File: src/common/ioPkg.sv
package ioPkg;

  // bus word
  localparam int dataWidth = 32;
  typedef logic [dataWidth-1:0] word_t;

  // device address map, top of the address space
  localparam word_t hexAddr = 32'hFFFF_F000;
  localparam word_t ledrAddr = 32'hFFFF_F020;
  // key data, control register at +4
  localparam word_t keyAddr = 32'hFFFF_F080;
  // switch data, control register at +4
  localparam word_t swAddr = 32'hFFFF_F090;

  // status and control register bit positions
  localparam int readyBit = 0;
  localparam int overrunBit = 1;
  localparam int ieBit = 3;

  // board sizes
  localparam int numKeys = 4;
  localparam int numSwitches = 10;
  localparam int hexDigits = 6;
  localparam int segBits = 7;

  // shown on the display until software writes it
  localparam logic [4*hexDigits-1:0] hexResetValue = 24'h123456;

endpackage

File: src/source/busDecoder.sv
`timescale 1ns/1ps

module busDecoder
  import ioPkg::*;
#(
  parameter int memAddrBits = 16
) (
  input  logic  clk,
  input  logic  reset,
  input  logic  busValid,
  input  logic  busWrite,
  input  word_t busAddr,
  input  word_t busWriteData,
  output word_t busReadData,
  output logic  busReadValid,
  output logic  memSel,
  output logic  hexSel,
  output logic  ledSel,
  output logic  keySel,
  output logic  swSel,
  output logic  regIndex,
  output logic  wrEn,
  output word_t wrData,
  input  word_t memReadData,
  input  word_t dispReadData,
  input  word_t keyReadData,
  input  word_t swReadData
);

  typedef enum logic [2:0] {
    tgtNone,
    tgtMem,
    tgtHex,
    tgtLed,
    tgtKey,
    tgtSw
  } target_t;

  target_t target;
  target_t rdTarget;
  logic rdPending;
  word_t devReadData;
  word_t devData;

  // memory owns everything with the upper bits clear
  always_comb begin
    if (busAddr[dataWidth-1:memAddrBits] == '0)
      target = tgtMem;
    else if (busAddr == hexAddr)
      target = tgtHex;
    else if (busAddr == ledrAddr)
      target = tgtLed;
    // data and control words of each input device
    else if (busAddr == keyAddr || busAddr == word_t'(keyAddr + 4))
      target = tgtKey;
    else if (busAddr == swAddr || busAddr == word_t'(swAddr + 4))
      target = tgtSw;
    else
      target = tgtNone;
  end

  assign memSel = busValid && (target == tgtMem);
  assign hexSel = busValid && (target == tgtHex);
  assign ledSel = busValid && (target == tgtLed);
  assign keySel = busValid && (target == tgtKey);
  assign swSel = busValid && (target == tgtSw);

  // address bit 2 picks data or control inside a device
  assign regIndex = busAddr[2];
  assign wrEn = busWrite;
  assign wrData = busWriteData;

  // device values are combinational, take them now
  always_comb begin
    case (target)
      tgtHex, tgtLed: devReadData = dispReadData;
      tgtKey: devReadData = keyReadData;
      tgtSw: devReadData = swReadData;
      // unmapped reads come back as zero
      default: devReadData = '0;
    endcase
  end

  // first stage remembers target, second stage returns data
  always_ff @(posedge clk or posedge reset) begin
    if (reset) begin
      rdPending <= 1'b0;
      rdTarget <= tgtNone;
      busReadValid <= 1'b0;
    end else begin
      rdPending <= busValid && !busWrite;
      rdTarget <= target;
      busReadValid <= rdPending;
    end
  end

  // memory word shows up one cycle late, so pick it here
  always_ff @(posedge clk) begin
    devData <= devReadData;
    busReadData <= (rdTarget == tgtMem) ? memReadData : devData;
  end

  // one target per access across all devices
  strobeOneHot: assert property (@(posedge clk) disable iff (reset)
    $onehot0({memSel, hexSel, ledSel, keySel, swSel}));

endmodule

File: config.mk
export PLATFORM = sky130hd
export DESIGN_NAME = busDecoder
export DESIGN_NICKNAME = d
export VERILOG_FILES = /design/src/common/ioPkg.sv /design/src/source/busDecoder.sv
export SDC_FILE = /design/constraint.sdc
export NUM_CORES = 1
export LEC_CHECK = 0
export ABC_AREA = 1
export BUFFER_PORTS_ARGS = -buffer_cell sky130_fd_sc_hd__buf_2
export CORE_ASPECT_RATIO = 0.5
export CORE_MARGIN = 8
export CORE_UTILIZATION = 36
export DETAILED_ROUTE_END_ITERATION = 6
export PLACE_DENSITY = 0.73
export REMOVE_ABC_BUFFERS = 1
export SLEW_MARGIN = 40
export SYNTH_ARGS = -nofsm -noshare
export SYNTH_HDL_FRONTEND = slang
export SYNTH_SLANG_ARGS = --single-unit
File: constraint.sdc
create_clock -name clk -period 1.3 [get_ports clk]
set_input_delay 0.13 -clock clk [delete_from_list [all_inputs] [get_ports clk]]
set_output_delay 0.13 -clock clk [all_outputs]
set_load 0.01 [all_outputs]
==> parameters.txt <==
Parameter                              Value

Power
  P per Cell Area    roughly 1000 nW/µm²
  VDD IR max    0.8886 mV
  Leakage power    0.002607 µW

Place
  Placed Cells incl. Taps    ~650
  Detailed placement HPWL    9772 µm
  Worst slack at placement    -0.2021 ns
  Weighted congestion at the end of routability-driven global placement    0.7980
  Quantity of I/O buffers inserted on ports    203

Critical path
  Timing startpoint of the critical path    rdTarget[1]$_DFF_PP0_
  Levels on crit path    3
  Critical path peak fanout    16
  Crit path arrival time    1.61 ns
  Crit path buf inv count    1
  CP delay by family, top    simple AND/OR/NAND/NOR gates
  Capturing element type of the critical path    flip-flop
  Type of the setup path with the least slack    flip-flop to flip-flop
  Launch point of the worst reg-to-reg path    rdTarget[1]$_DFF_PP0_
  Cell breakdown of the critical path    or3b_4, buf_12, mux2_4
  WP data required    1.50 ns
  Worst-case reg-to-reg path depth    3
  Critical R2R Capture    busReadData[29]$_DFF_P_
  Last element of the critical path    busReadData[29]$_DFF_P_
  Crit path max-delay cell type    or3b_4
  Startpoint types    flip-flop
  Flop-to-flop setup slack    -0.11 ns
  Max incr delay on CP    0.44 ns

Logic synthesis
  Cell variety after synth    24
  Average cell area after synthesis    9.275 µm²
  YS warnings    0
  Top area cells in the synthesized netlist    dfxtp_1, mux2_4, nand4_1
  Biggest area consumer among synthesized cells    dfxtp_1
  Part of the Yosys area used for sequential elements    41.20%
  Register bit count reported by yosys    69
  Top cell type's share of synthesized area    37.54%
  Mapped Cells    368
  Syn Std Cell Area    3413 µm²

STA
  Max transition margin    78.45%
  Final cycle utilization of the critical path    108.2%
  Total count of hold-check failures in the final report    0
  Number of pins exceeding their max-slew limit in the final report    0
  Post-layout min period    1.407 ns
  # setup viols final    32
  Unrepaired setup endpoints after global routing    true
  Setup Skew    0.005357 ns
  Final WS setup    -0.1067 ns
  Fmax    0.7109 GHz
  Transition time of the tightest slew-check pin    0.3203 ns

Floorplan
  Standard-cell row count    25
  Total core area    9321 µm²
  Die ar.    13040 µm²
  Top-Level Pins    roughly 270
  Initial standard-cell utilization of the core    36.62%
  DIE HEIGHT    84.85 µm
  Die width    153.7 µm

Job
  Maximum capacitance violations    0

Cells and area
  Synthesis-to-layout area growth    43.40%
  Number of antenna diodes    0
  Net total in the final layout    ~740
  Share of cells above drive strength 1    56.62%
  Core utilization of the finished layout    around 53%
  Finished Layout Cells    672

Drt
  Starting DRT DRC Count    172
  Post-Route WL    12450 µm
  Via count normalized by instance count    4.988
  Number of antenna-violating nets in the routed design    0
  Number of detailed-route iterations in the first pass    5
  Mean routed wirelength per cell    18.53 µm
  Residual DRC    0
  Routed vias    between 3k and 4k

Hold path
  Hold WC Path Type    primary input to flip-flop

Global routing
  Via count of the first global-routing pass    3469
  Number of antenna violations at the first check in global routing    0
  Wire length of the first global-routing pass    18260 µm
  Remaining global-route overflow    0
  Largest net degree at the start of global routing    52
  Total GRT Usage    17.93%

Status
  Outcome    finished, violations left
  Failing checks    negative setup slack

Clocking
  # clock sinks    69
  Clock buffer count from CTS    9
  Clock tree buffer depth    2
  Library cell used as clock root buffer    clkbuf_16
  Clock tree from TritonCTS    done
  CTS H-tree depth    3
  Clock insertion delay at the later pin of the skew report    0.32 ns
  Clock transition at the registers of the reported paths    about 0.060 ns
[cells by family (layout without fill, tap and decap cells)]
kind of cell	after synthesis	in the layout	synth area share (%)
buf+inv	83	266	15.95
flops	69	69	41.20
mux	32	32	13.86
simple gates	184	184	29.00
[cells in the final DEF, fill, tap and decap left out, types with 7 or more instances in the layout]
cell / count
dfxtp_1: 64
mux2_4: 32
nand4_1: 64
nor2_2: 7
nand2_1: 14
nand3_1: 67
nor2_1: 9
clkbuf_16: 9
buf_2: 197
buf_4: 18
inv_1: 13
buf_12: 8
[report_power, final]
part / internal, µW / leakage [µW] / switching, µW
sequential: 2120 / 0.000583 / 0.556
clock: 1490 / 0.000138 / 878
combinational: 223 / 0.00189 / 149
[synth_stat cells]
master and number:
nor2_4 1, nor4_1 2, or3b_1 1, nand3b_1 1, clkbuf_1 4, buf_2 18, inv_1 15, nand4_1 64
buf_6 4, nor3b_2 1, mux2_1 2, inv_2 4, nor3_2 2, nor3_1 2, nand2_1 23, mux2_4 30
dfrtp_1 5, nand2_2 1, nand3_1 68, dfxtp_1 64, nand3_2 1, nor2_1 17, buf_4 35, buf_12 3
[stage by stage]
step | hold WS (ns) | area, µm² | TNS, ns | power, µW
CTS | 0.02535 | 4785 | -3.352 | 4876
detailed placement | 0.04292 | 4374 | -6.837 | 2499
floorplan | -0.09148 | 2940 | -71.08 | 2217
global placement | 0.03875 | 4374 | -6.552 | 2489
finish | 0.02929 | 4895 | -3.100 | 4860
global route | 0.02386 | 4895 | -4.700 | 5050
[repair_timing]
item                                   CTS  global route
pin swaps                                7            17
gates cloned                             1             0
setup endpoints to repair               37            42
setup buffers                            5             0
resized for setup                       12            27
hold buffers                             1             0
endpoints found under the hold margin    5             0
[metal layers]
| metal | routed length, µm | GRT usage, % | part of all wire (%) | up-vias |
|---|---|---|---|---|
| li1 | - | - | - | 1628 |
| met1 | 4335 | 17.63 | 35 | 1538 |
| met2 | 6537 | 32.00 | 53 | 158 |
| met3 | 1161 | 8.566 | 9.3 | 26 |
| met4 | 302 | 6.531 | 2.4 | 2 |
| met5 | 113 | 7.115 | 0.91 | - |
[registers in the layout, summed over array words and instances (netlist names)]
signal        cells
rdPending         1
busReadData      32
rdTarget          3
busReadValid      1
devData          32
[how the worst min path moves through the flow]
stage | cells after the start | startpoint | slack [ns] | endpoint
after floorplan | 1 | reset | -0.09 | busReadValid$_DFF_PP0_
after global placement | 2 | reset | 0.04 | busReadValid$_DFF_PP0_
after detailed placement | 2 | reset | 0.04 | busReadValid$_DFF_PP0_
after CTS | 2 | memReadData[13] | 0.03 | busReadData[13]$_DFF_P_
after global routing | 2 | memReadData[13] | 0.02 | busReadData[13]$_DFF_P_
final | 2 | busWrite | 0.03 | rdPending$_DFF_PP0_
[layout make-up]
cell class / instances / area (µm²)
clock inverter: 7 / 75.07
timing repair buffer: 231 / 1386
sequential: 69 / 1406
inverter: 19 / 71.32
fill: 850 / 4427
tap: 121 / 151.4
multi-input combinational: 216 / 1579
clock buffer: 9 / 225.2
(Power assumes the default switching activity.)
