File: src/common/ioPkg.sv
package ioPkg;

  // bus word
  localparam int dataWidth = 32;
  typedef logic [dataWidth-1:0] word_t;

  // device address map, top of the address space
  localparam word_t hexAddr = 32'hFFFF_F000;
  localparam word_t ledrAddr = 32'hFFFF_F020;
  // key data, control register at +4
  localparam word_t keyAddr = 32'hFFFF_F080;
  // switch data, control register at +4
  localparam word_t swAddr = 32'hFFFF_F090;

  // status and control register bit positions
  localparam int readyBit = 0;
  localparam int overrunBit = 1;
  localparam int ieBit = 3;

  // board sizes
  localparam int numKeys = 4;
  localparam int numSwitches = 10;
  localparam int hexDigits = 6;
  localparam int segBits = 7;

  // shown on the display until software writes it
  localparam logic [4*hexDigits-1:0] hexResetValue = 24'h123456;

endpackage

File: src/display/displayRegs.sv
`timescale 1ns/1ps

module displayRegs
  import ioPkg::*;
(
  input  logic                   clk,
  input  logic                   reset,
  input  logic                   hexSel,
  input  logic                   ledSel,
  input  logic                   wrEn,
  input  word_t                  wrData,
  output word_t                  dispReadData,
  output logic [segBits-1:0]     hex0,
  output logic [segBits-1:0]     hex1,
  output logic [segBits-1:0]     hex2,
  output logic [segBits-1:0]     hex3,
  output logic [segBits-1:0]     hex4,
  output logic [segBits-1:0]     hex5,
  output logic [numSwitches-1:0] ledr
);

  localparam int hexBits = 4 * hexDigits;

  logic [hexBits-1:0] hexReg;
  logic [numSwitches-1:0] ledReg;
  logic [segBits-1:0] segs [hexDigits];

  // both registers update at the accepting edge
  always_ff @(posedge clk or posedge reset) begin
    if (reset) begin
      hexReg <= hexResetValue;
      ledReg <= '0;
    end else begin
      if (hexSel && wrEn)
        hexReg <= wrData[hexBits-1:0];
      if (ledSel && wrEn)
        ledReg <= wrData[numSwitches-1:0];
    end
  end

  // zero-extended read-back
  assign dispReadData = hexSel ? word_t'(hexReg) : ledSel ? word_t'(ledReg) : '0;

  // one decoder per nibble, digit 0 is the low nibble
  for (genvar i = 0; i < hexDigits; i++) begin : gDigit
    sevenSegDecoder decoder (
      .digit(hexReg[4*i +: 4]),
      .seg(segs[i])
    );
  end

  assign hex0 = segs[0];
  assign hex1 = segs[1];
  assign hex2 = segs[2];
  assign hex3 = segs[3];
  assign hex4 = segs[4];
  assign hex5 = segs[5];
  assign ledr = ledReg;

endmodule

File: src/display/sevenSegDecoder.sv
`timescale 1ns/1ps

module sevenSegDecoder
  import ioPkg::*;
(
  input  logic [3:0]         digit,
  output logic [segBits-1:0] seg
);

  // active low, bit 6 is g and bit 0 is a
  always_comb begin
    case (digit)
      4'h0: seg = 7'b1000000;
      4'h1: seg = 7'b1111001;
      4'h2: seg = 7'b0100100;
      4'h3: seg = 7'b0110000;
      4'h4: seg = 7'b0011001;
      4'h5: seg = 7'b0010010;
      4'h6: seg = 7'b0000010;
      4'h7: seg = 7'b1111000;
      4'h8: seg = 7'b0000000;
      4'h9: seg = 7'b0010000;
      // letters, b and d lower case
      4'hA: seg = 7'b0001000;
      4'hB: seg = 7'b0000011;
      4'hC: seg = 7'b1000110;
      4'hD: seg = 7'b0100001;
      4'hE: seg = 7'b0000110;
      default: seg = 7'b0001110;
    endcase
  end

endmodule

File: config.mk
export PLATFORM = sky130hd
export DESIGN_NAME = displayRegs
export DESIGN_NICKNAME = d
export VERILOG_FILES = /design/src/common/ioPkg.sv /design/src/display/displayRegs.sv /design/src/display/sevenSegDecoder.sv
export SDC_FILE = /design/constraint.sdc
export NUM_CORES = 1
export LEC_CHECK = 0
export ABC_AREA = 1
export BUFFER_PORTS_ARGS = -buffer_cell sky130_fd_sc_hd__buf_2
export CELL_PAD_IN_SITES_DETAIL_PLACEMENT = 1
export CELL_PAD_IN_SITES_GLOBAL_PLACEMENT = 1
export CORE_MARGIN = 4
export CORE_UTILIZATION = 34
export DETAILED_ROUTE_END_ITERATION = 10
export PLACE_DENSITY = 0.86
export SLEW_MARGIN = 20
export SYNTH_ARGS = -nofsm -noshare
export SYNTH_HDL_FRONTEND = slang
export SYNTH_SLANG_ARGS = --single-unit
File: constraint.sdc
create_clock -name clk -period 2.4 [get_ports clk]
set_clock_uncertainty 0.15 [all_clocks]
set_input_delay 0.72 -clock clk [delete_from_list [all_inputs] [get_ports clk]]
set_output_delay 0.72 -clock clk [all_outputs]
set_load 0.02 [all_outputs]
==> impl_metrics.json, run 1 <==
{
  "viasPerCell": 4.86,
  "cts.path.max_buffers": 2,
  "hold_viol_final": 0,
  "antenna_found_initial": 0,
  "dpl_cell_area_sq_mm": 0.00387,
  "layout-drive-gt1-share": 0.497,
  "clk_pin_slew_ns": 0.07,
  "htreeDepth": 2,
  "fp-row-count": 35,
  "grt_pass1_wl_microns": 18900,
  "relSlewSlack": 0.612,
  "syn_area_sq_mm": 0.00327,
  "crit_fanout": 6,
  "grt_max_degree": 35,
  "end_kind": "output pin",
  "worstMarginPinSlew_ns": 0.580,
  "die_x_microns": 106,
  "worstHoldEndpoint": "ledr[2]",
  "total_leakage_power_nw": 2.70,
  "power.density_mw_per_mm2": 596,
  "drc": 0,
  "period_needed_ns": 2.46,
  "final_area_sq_mm": 0.00515,
  "fin_nets": 712,
  "synthToLayoutAreaGrowth_pct": 57.5,
  "path_class": "reg -> out",
  "finalWorstSetupSlack_ns": -0.0554,
  "gp_congestion": 0.844,
  "critPathArrivalTime_ns": 1.59,
  "cts.sinks": 34,
  "root_buffer": "clkbuf_8",
  "drv_cap": 0,
  "hp-start": "ledr[2]",
  "nFillCells": 1159,
  "status": "finished with violations",
  "synth_seq_cells": 34,
  "cp-start-kind": "flip-flop",
  "cts_made_buffers": 5,
  "ant_nets": 0,
  "rsz0062_at_grt": "true",
  "cts_tree": "yes",
  "crit_required_ns": 1.53,
  "synth_cell_types": 19,
  "rr_worst_depth": 3,
  "port_buffers": 104,
  "yosysTopAreaCellShare": 0.191,
  "rr_startpoint": "hexReg[15]",
  "diodes": 0,
  "pre_cts_slack_ns": -0.000649,
  "drtIter0Drc": 126,
  "ff2ff_setup_slack_ns": 1.14,
  "clk_latency_ns": 0.28,
  "min_period_over_period": 1.02,
  "max_freq_mhz": 407,
  "finalWirelength_microns": 12200,
  "grt-ovfl-total": 0,
  "finalPower_w": 0.00307,
  "core_area_sq_mm": 0.00928,
  "post_drt_wl_per_cell_microns": 16.0,
  "die_area_sq_mm": 0.0112,
  "holdWs_ns": 0.365,
  "hold_path.class": "reg -> reg",
  "ir_drop_mv": 0.319,
  "synth-seq-area-share": 0.264,
  "syn_inst": 496,
  "vias": 3707,
  "die_y_microns": 106,
  "r2r-end": "hexReg[15]",
  "final_max_slew_viol_count": 0,
  "holdPathStages": 2,
  "synth_area_leader_cell": "dfrtp_1",
  "place_hpwl_microns": 7870,
  "fin_tns_setup_ns": -0.573,
  "syn_area_per_cell_sq_um": 6.59,
  "top_level_ports": 121,
  "track_usage": 0.205,
  "first_global_vias": 3831,
  "start_util": 0.352,
  "drt-pass1-iter-count": 4,
  "violations": "negative setup slack",
  "setup_violations": 21,
  "yosysWarningCount": 0,
  "synth.area.top_cells": "dfrtp_1 (19%), nand2_1 (19%), ha_1 (16%)"
}
-- critical path, stage by stage (launching register included) --
cell and delay [ns]:
dfstp_2 0.61, inv_4 0.09, ha_2 0.21, a21oi_1 0.17
nor2_1 0.06, buf_4 0.15
-- state kept, by name (all words and copies together), names as in the netlist --
| name | flops |
|---|---|
| ledr | 10 |
| hexReg | 24 |
-- where the power goes --
part / leakage [nW] / internal, W / switching, W
combinational: 2.27 / 0.000787 / 0.00107
clock: 0.0450 / 0.000201 / 0.000214
sequential: 0.378 / 0.000665 / 0.000128
total: 2.70 / 0.00165 / 0.00142
-- layout by cell type (no fill, tap or decap), types with 12 or more instances in the layout --
cell,count
ha_4,25
a21oi_2,16
o21ai_0,25
nand2_1,133
nand3_2,13
nand2_2,24
buf_2,66
dfrtp_1,12
dfrtp_2,13
buf_4,49
nor2_1,27
buf_6,36
inv_1,47
nand3_1,45
-- per-layer routing --
metal	up-vias	global-route usage	wire length (microns)
li1	1792	-	-
met5	-	0	0
met1	1800	0.233	4820
met4	0	0.0629	240
met2	96	0.391	6710
met3	19	0.0310	438
-- cell usage after synthesis --
library cell and n:
a21oi_1 6, a21oi_2 14, buf_2 12, buf_4 9
buf_6 3, clkbuf_1 5, clkbuf_2 3, conb_1 1
dfrtp_1 25, dfstp_2 9, ha_1 42, inv_1 70
nand2_1 164, nand2_2 1, nand3_1 59, nand3b_1 1
nor2_1 33, o21ai_0 33, o21ai_2 6
-- repair_timing --
| action | 4_1_cts | 5_1_grt |
|---|---|---|
| gates cloned | 0 | 1 |
| setup buffers | 25 | 13 |
| hold buffers | 0 | 0 |
| pin swaps | 27 | 39 |
| resized for setup | 140 | 107 |
| endpoints found under the setup margin | 41 | 50 |
-- how the worst max path moves through the flow --
| stage | depth (start not counted) | to | slack [ns] | from |
|---|---|---|---|---|
| after floorplan | 4 | dispReadData[0] | 0.005 | hexSel |
| after global placement | 6 | dispReadData[2] | 0.03 | hexSel |
| after detailed placement | 6 | dispReadData[7] | -0.0006 | hexSel |
| after CTS | 8 | hex5[3] | -0.04 | hexReg[20] |
| after global routing | 7 | hex3[6] | -0.15 | hexReg[13] |
| final | 5 | hex0[5] | -0.06 | hexReg[1] |
-- area by class of cell --
cell class                 instances  area (sq um)  area share
clock buffer                       6          72.6      0.0141
clock inverter                     2          10.0     0.00194
inverter                          70           308      0.0598
multi-input combinational        367          2530       0.492
sequential                        34           878       0.171
tap                              129           161      0.0313
timing repair buffer             155          1180       0.230
-- cells by family (layout without fill, tap and decap cells) --
group                    Yosys count  in the layout  share of synthesized area
other                              1              8                    0.00115
AND/OR/NAND/NOR                  258            258                      0.321
buffers and inverters            102            233                      0.140
adder cells (fa/ha/maj)           42             42                      0.161
flip-flops                        34             34                      0.264
AO/OA/AOI/OAI                     59             59                      0.113
-- per-stage QoR --
step | instances | util
floorplan | 503 | -
global placement | 716 | 0.417
detailed placement | 716 | 0.417
CTS | 749 | 0.502
global route | 763 | 0.555
finish | 763 | 0.555
(Power assumes the default switching activity.)
==> run 2: changes to the inputs <==
Settings changed: SYNTH_HIERARCHICAL from default to 1.
==> run 2 against run 1 <==
  * The flow still finishes with violations (negative setup slack)
  * Critical path depth rose by 2
  * Core utilization down 2.2 points
  * Flip-flop and latch count unchanged
  * Final area fell by 3.0%
  * Via count rose by 1.7%
  * Final cell count increased by 0.79%
  * Register-to-register slack improved by 0.10 ns
  * Clock power grew 23%
  * Sequential share of layout area is 0.38 points higher
  * Sequential power increased by 4.4%
  * Critical endpoint is now hex4[3]
  * Largest power group unchanged
==> impl_metrics.json, run 2 <==
{
  "hold_viol_final": 0,
  "synth-seq-area-share": 0.260,
  "yosysTopAreaCellShare": 0.254,
  "diodes": 0,
  "ant_nets": 0,
  "root_buffer": "clkbuf_8",
  "cp_num_cells": 7,
  "critPathSlowestCell": "dfstp_2",
  "vias": 3770,
  "regMostFlops": "hexReg",
  "clk_latency_ns": 0.28,
  "die_x_microns": 107,
  "synthToLayoutAreaGrowth_pct": 50.8,
  "core_area_sq_mm": 0.00937,
  "syn_inst": 514,
  "setup_violations": 13,
  "post_drt_wl_per_cell_microns": 15.4,
  "path_class": "reg -> out",
  "synth_edf_count": 0,
  "use_met2": 0.369,
  "multi_input_area_sq_mm": 0.00253,
  "synth_cell_types": 16,
  "total_leakage_power_nw": 2.76,
  "grt_util_met3": 0.0295,
  "hold_path.class": "reg -> reg",
  "regArea_sq_um": 871,
  "antenna_found_initial": 0,
  "first_global_vias": 3803,
  "syn_area_sq_mm": 0.00331,
  "viasPerCell": 4.90,
  "layout_common_cells": "nand2_1 (193), nand3_1 (89), buf_2 (67)",
  "rr_startpoint": "hexReg[1]",
  "rr_worst_depth": 4,
  "place_hpwl_microns": 7860,
  "holdPathStages": 2,
  "grt-ovfl-total": 0,
  "start_util": 0.353,
  "synth_area_leader_cell": "nand2_1",
  "finalPower_w": 0.00303,
  "min_period_over_period": 1.02,
  "finalWorstSetupSlack_ns": -0.0402,
  "final_max_slew_viol_count": 0,
  "cts.sinks": 34,
  "end_kind": "output pin",
  "gp_congestion": 0.847,
  "finish.utilization": 0.533,
  "crit_required_ns": 1.53,
  "status": "finished with violations",
  "ir_drop_mv": 0.302,
  "port_buffers": 104,
  "synth.area.top_cells": "nand2_1 (25%), dfrtp_1 (19%), ha_1 (16%)",
  "path_cells": "buf_6 > ha_4 > nand2_2 > nand2_1 > nand2_1 > nand2_2 > buf_6",
  "htreeDepth": 2,
  "synth_common_cells": "nand2_1 (224), nand3_1 (104), inv_1 (51)",
  "top_level_ports": 121,
  "r2r-end": "hexReg[1]",
  "layout-drive-gt1-share": 0.433,
  "final_common_cell": "nand2_1",
  "die_area_sq_mm": 0.0114,
  "drc": 0,
  "drt-pass1-iter-count": 4,
  "grt_pass1_wl_microns": 18300,
  "grt_max_degree": 44,
  "path_buf_inv": 2,
  "cts.path.max_buffers": 2,
  "synth-main-ff-cell": "dfrtp_1",
  "cts_made_buffers": 5,
  "crit_family": "flip-flops",
  "endpoint": "hex4[3]",
  "rsz0062_at_grt": "true",
  "finalWirelength_microns": 11900,
  "busiest_layer": "met2",
  "largest_reg_flops": 24,
  "cts_tree": "yes",
  "yosysMostFrequentCell": "nand2_1",
  "crit_fanout": 4,
  "hp-start": "ledr[4]",
  "violations": "negative setup slack",
  "die_y_microns": 107,
  "ff2ff_setup_slack_ns": 1.24,
  "nFillCells": 1225,
  "power.density_mw_per_mm2": 606,
  "cp-start-kind": "flip-flop",
  "fin_nets": 718,
  "cpPeakStageDelay_ns": 0.62,
  "clk_pin_slew_ns": 0.07,
  "synth_seq_cells": 34,
  "drtIter0Drc": 142,
  "drv_cap": 0,
  "fp-row-count": 35,
  "async_flop_share": 1.00,
  "yosysWarningCount": 6,
  "max_freq_mhz": 410,
  "track_usage": 0.193,
  "gr-usage-met1": 0.225,
  "critPathArrivalTime_ns": 1.57,
  "crit_path_start": "hexReg[17]",
  "syn_area_per_cell_sq_um": 6.44,
  "period_needed_ns": 2.44
}
run 2: changes by cell type in the layout (fill, tap and decap cells not counted), moves of 5 or more:
cell	delta
a21oi_2	-16
buf_4	-12
dfrtp_1	+6
dfrtp_2	-6
inv_1	-16
inv_2	+6
nand2_1	+60
nand3_1	+44
nor2_1	-27
nor2_2	-5
o21ai_0	-24
run 2: how the worst min path moves through the flow:
stage                  to  slack [ns]
3_5_place_dp      ledr[4]        0.34
4_1_cts        hexReg[17]        0.35
2_1_floorplan  hexReg[11]        0.31
5_1_grt           ledr[4]        0.38
3_3_place_gp      ledr[4]        0.33
6_report          ledr[4]        0.35
run 2: metal layers:
metal / wire length, microns / vias to the layer above
met2: 6530 / 84
met4: 121 / 0
met1: 4790 / 1836
li1: - / 1837
met5: 0 / -
met3: 419 / 13
run 2: power by group:
| group | total, W | leakage [nW] | switching, W | internal, W |
|---|---|---|---|---|
| logic | 0.00169 | 2.31 | 0.000977 | 0.000714 |
| registers | 0.000829 | 0.395 | 0.000166 | 0.000663 |
| clock network | 0.000509 | 0.0524 | 0.000198 | 0.000311 |
run 2: per-stage QoR:
stage	instance area, sq um	hold slack, ns	setup slack [ns]	instances	setup TNS [ns]
finish	4990	0.349	-0.0402	769	-0.292
global route	4990	0.382	-0.147	769	-2.65
CTS	4380	0.349	-0.0362	757	-0.147
detailed placement	3890	0.335	-0.0192	732	-0.0654
global placement	3890	0.326	-0.0173	732	-0.0481
floorplan	3340	0.308	0.277	521	0
run 2: cell type report:
class                           count  share of cell area
Tap cell                          129              0.0323
Clock inverter                      1             0.00601
Inverter                           58              0.0498
Clock buffer                        7              0.0153
Sequential cell                    34               0.174
Multi-Input combinational cell    396               0.506
Timing Repair Buffer              144               0.216
run 2: cells by family (layout without fill, tap and decap cells):
kind of cell / Yosys count / in the layout / synth area share
simple gates: 328 / 328 / 0.411
other cells: 1 / 8 / 0.00113
compound gates: 18 / 18 / 0.0340
fa+ha+maj: 42 / 42 / 0.159
flops: 34 / 34 / 0.260
buf+inv: 91 / 210 / 0.135
run 2: what timing repair did:
action,CTS,global route
resized for setup,86,134
hold buffers,0,0
buffers inserted,17,12
pin swaps,12,29
setup endpoints to repair,45,40
run 2: worst reg2reg max path, delay by kind of cell (launching register included):
kind	cells	cell delay (ns)
buffers and inverters	2	0.24
AND/OR/NAND/NOR	2	0.10
flip-flops	1	0.61
==> run 3: changes to the inputs <==
Settings changed: TNS_END_PERCENT from default to 1.
==> run 3 against run 2 <==
  * The run still ends with negative setup slack left
  * Combinational power down 12%
  * Register-to-register slack better by 0.10 ns
  * Flip-flop and latch count did not move
  * Hold slack better by 0.0026 ns
  * Core utilization decreased by 4.7 points
  * Worst setup slack got worse by 0.0034 ns
  * Critical path type unchanged
  * Largest cell class unchanged
  * Highest routed layer unchanged
==> impl_metrics.json, run 3 (synthesis results as in run 2) <==
{
  "antenna_found_initial": 0,
  "min_period_over_period": 1.02,
  "holdWs_ns": 0.352,
  "clk_latency_ns": 0.27,
  "fin_nets": 706,
  "cts.sinks": 34,
  "finalWirelength_microns": 10900,
  "path_cells": "inv_4 > ha_4 > inv_4 > nand2_2 > nand3_2 > nand2_2 > buf_6",
  "power.density_mw_per_mm2": 618,
  "die_x_microns": 107,
  "start_util": 0.353,
  "regMostFlops": "hexReg",
  "clk_pin_slew_ns": 0.07,
  "crit_family": "flip-flops",
  "cpPeakStageDelay_ns": 0.62,
  "htreeDepth": 2,
  "finalWorstSetupSlack_ns": -0.0437,
  "holdPathStages": 2,
  "drtIter0Drc": 111,
  "crit_fanout": 4,
  "setup_violations": 9,
  "nFillCells": 1256,
  "period_needed_ns": 2.44,
  "ant_nets": 0,
  "grt-ovfl-total": 0,
  "drv_cap": 0,
  "multi_input_area_sq_mm": 0.00227,
  "layout_common_cells": "nand2_1 (208), nand3_1 (97), buf_2 (75)",
  "hold_viol_final": 0,
  "grt_max_degree": 44,
  "cts_tree": "yes",
  "post_drt_wl_per_cell_microns": 14.4,
  "rr_startpoint": "hexReg[6]",
  "regArea_sq_um": 878,
  "finish.utilization": 0.486,
  "violations": "negative setup slack",
  "viasPerCell": 4.85,
  "cp_num_cells": 7,
  "crit_required_ns": 1.53,
  "track_usage": 0.184,
  "place_hpwl_microns": 7860,
  "drt-pass1-iter-count": 4,
  "hp-start": "ledr[4]",
  "path_class": "reg -> out",
  "end_kind": "output pin",
  "status": "finished with violations",
  "total_leakage_power_nw": 2.64,
  "cts_made_buffers": 5,
  "critPathSlowestCell": "dfstp_2",
  "drc": 0,
  "fp-row-count": 35,
  "rr_worst_depth": 2,
  "root_buffer": "clkbuf_8",
  "critPathArrivalTime_ns": 1.57,
  "ir_drop_mv": 0.312,
  "first_global_vias": 3699,
  "port_buffers": 104,
  "grt_pass1_wl_microns": 17600,
  "max_freq_mhz": 409,
  "die_area_sq_mm": 0.0114,
  "synthToLayoutAreaGrowth_pct": 37.6,
  "cp-start-kind": "flip-flop",
  "vias": 3670,
  "gp_congestion": 0.847,
  "diodes": 0,
  "r2r-end": "hexReg[6]",
  "final_max_slew_viol_count": 0,
  "worstHoldEndpoint": "ledr[4]",
  "die_y_microns": 107,
  "top_level_ports": 121,
  "layout-drive-gt1-share": 0.365,
  "rsz0062_at_grt": "true",
  "final_common_cell": "nand2_1",
  "ff2ff_setup_slack_ns": 1.34,
  "cts.path.max_buffers": 2,
  "hold_path.class": "reg -> reg",
  "core_area_sq_mm": 0.00937,
  "largest_reg_flops": 24,
  "path_buf_inv": 3
}
run 3: changes by cell type in the layout (fill, tap and decap cells not counted), sizes merged:
cell,before,now
buf,144,132
run 3: stage by stage:
| stage | instance area [sq um] | total power, W | setup TNS, ns | setup WS (ns) | instances |
|---|---|---|---|---|---|
| 5_1_grt | 4560 | 0.00304 | -2.91 | -0.144 | 757 |
| 3_3_place_gp | 3890 | 0.00195 | -0.0481 | -0.0173 | 732 |
| 6_report | 4560 | 0.00281 | -0.211 | -0.0437 | 757 |
| 2_1_floorplan | 3340 | 0.00163 | 0 | 0.277 | 521 |
| 3_5_place_dp | 3890 | 0.00201 | -0.0654 | -0.0192 | 732 |
| 4_1_cts | 4200 | 0.00264 | -0.264 | -0.0469 | 752 |
run 3: tightest hold or removal path: cells and delay by family, from the launching register on:
| family | cells | cell delay [ns] |
|---|---|---|
| flops | 1 | 0.37 |
| simple gates | 2 | 0.11 |
run 3: what timing repair did:
item / CTS / global route
hold buffers: 0 / 0
endpoints found under the setup margin: 45 / 42
pin swaps: 3 / 13
gates cloned: 0 / 0
resized for setup: 48 / 96
setup buffers: 12 / 5
run 3: worst max path at each step:
stage,from,to
after floorplan,hexReg[8],hex2[2]
after global placement,hexSel,dispReadData[7]
after detailed placement,hexSel,dispReadData[9]
after CTS,hexReg[20],hex5[0]
after global routing,hexReg[17],hex4[3]
final,hexReg[17],hex4[3]
run 3: layer usage:
layer  part of all wire  GRT usage  vias up
met3              0.037     0.0277       13
met4              0.011     0.0374        0
met2               0.54      0.346       81
li1                   -          -     1817
met5                  0          0        -
met1               0.42      0.222     1759
run 3: cell type report:
cell class,instances,share of cell area
Clock buffer,7,0.0168
Clock inverter,1,0.00659
Inverter,58,0.0530
Multi-Input combinational cell,396,0.498
Sequential cell,34,0.193
Tap cell,129,0.0354
Timing Repair Buffer,132,0.197
run 3: power breakdown:
part	switching [W]	internal, W	total (W)
Combinational	0.000883	0.000594	0.00148
Clock	0.000200	0.000311	0.000511
Sequential	0.000162	0.000666	0.000828
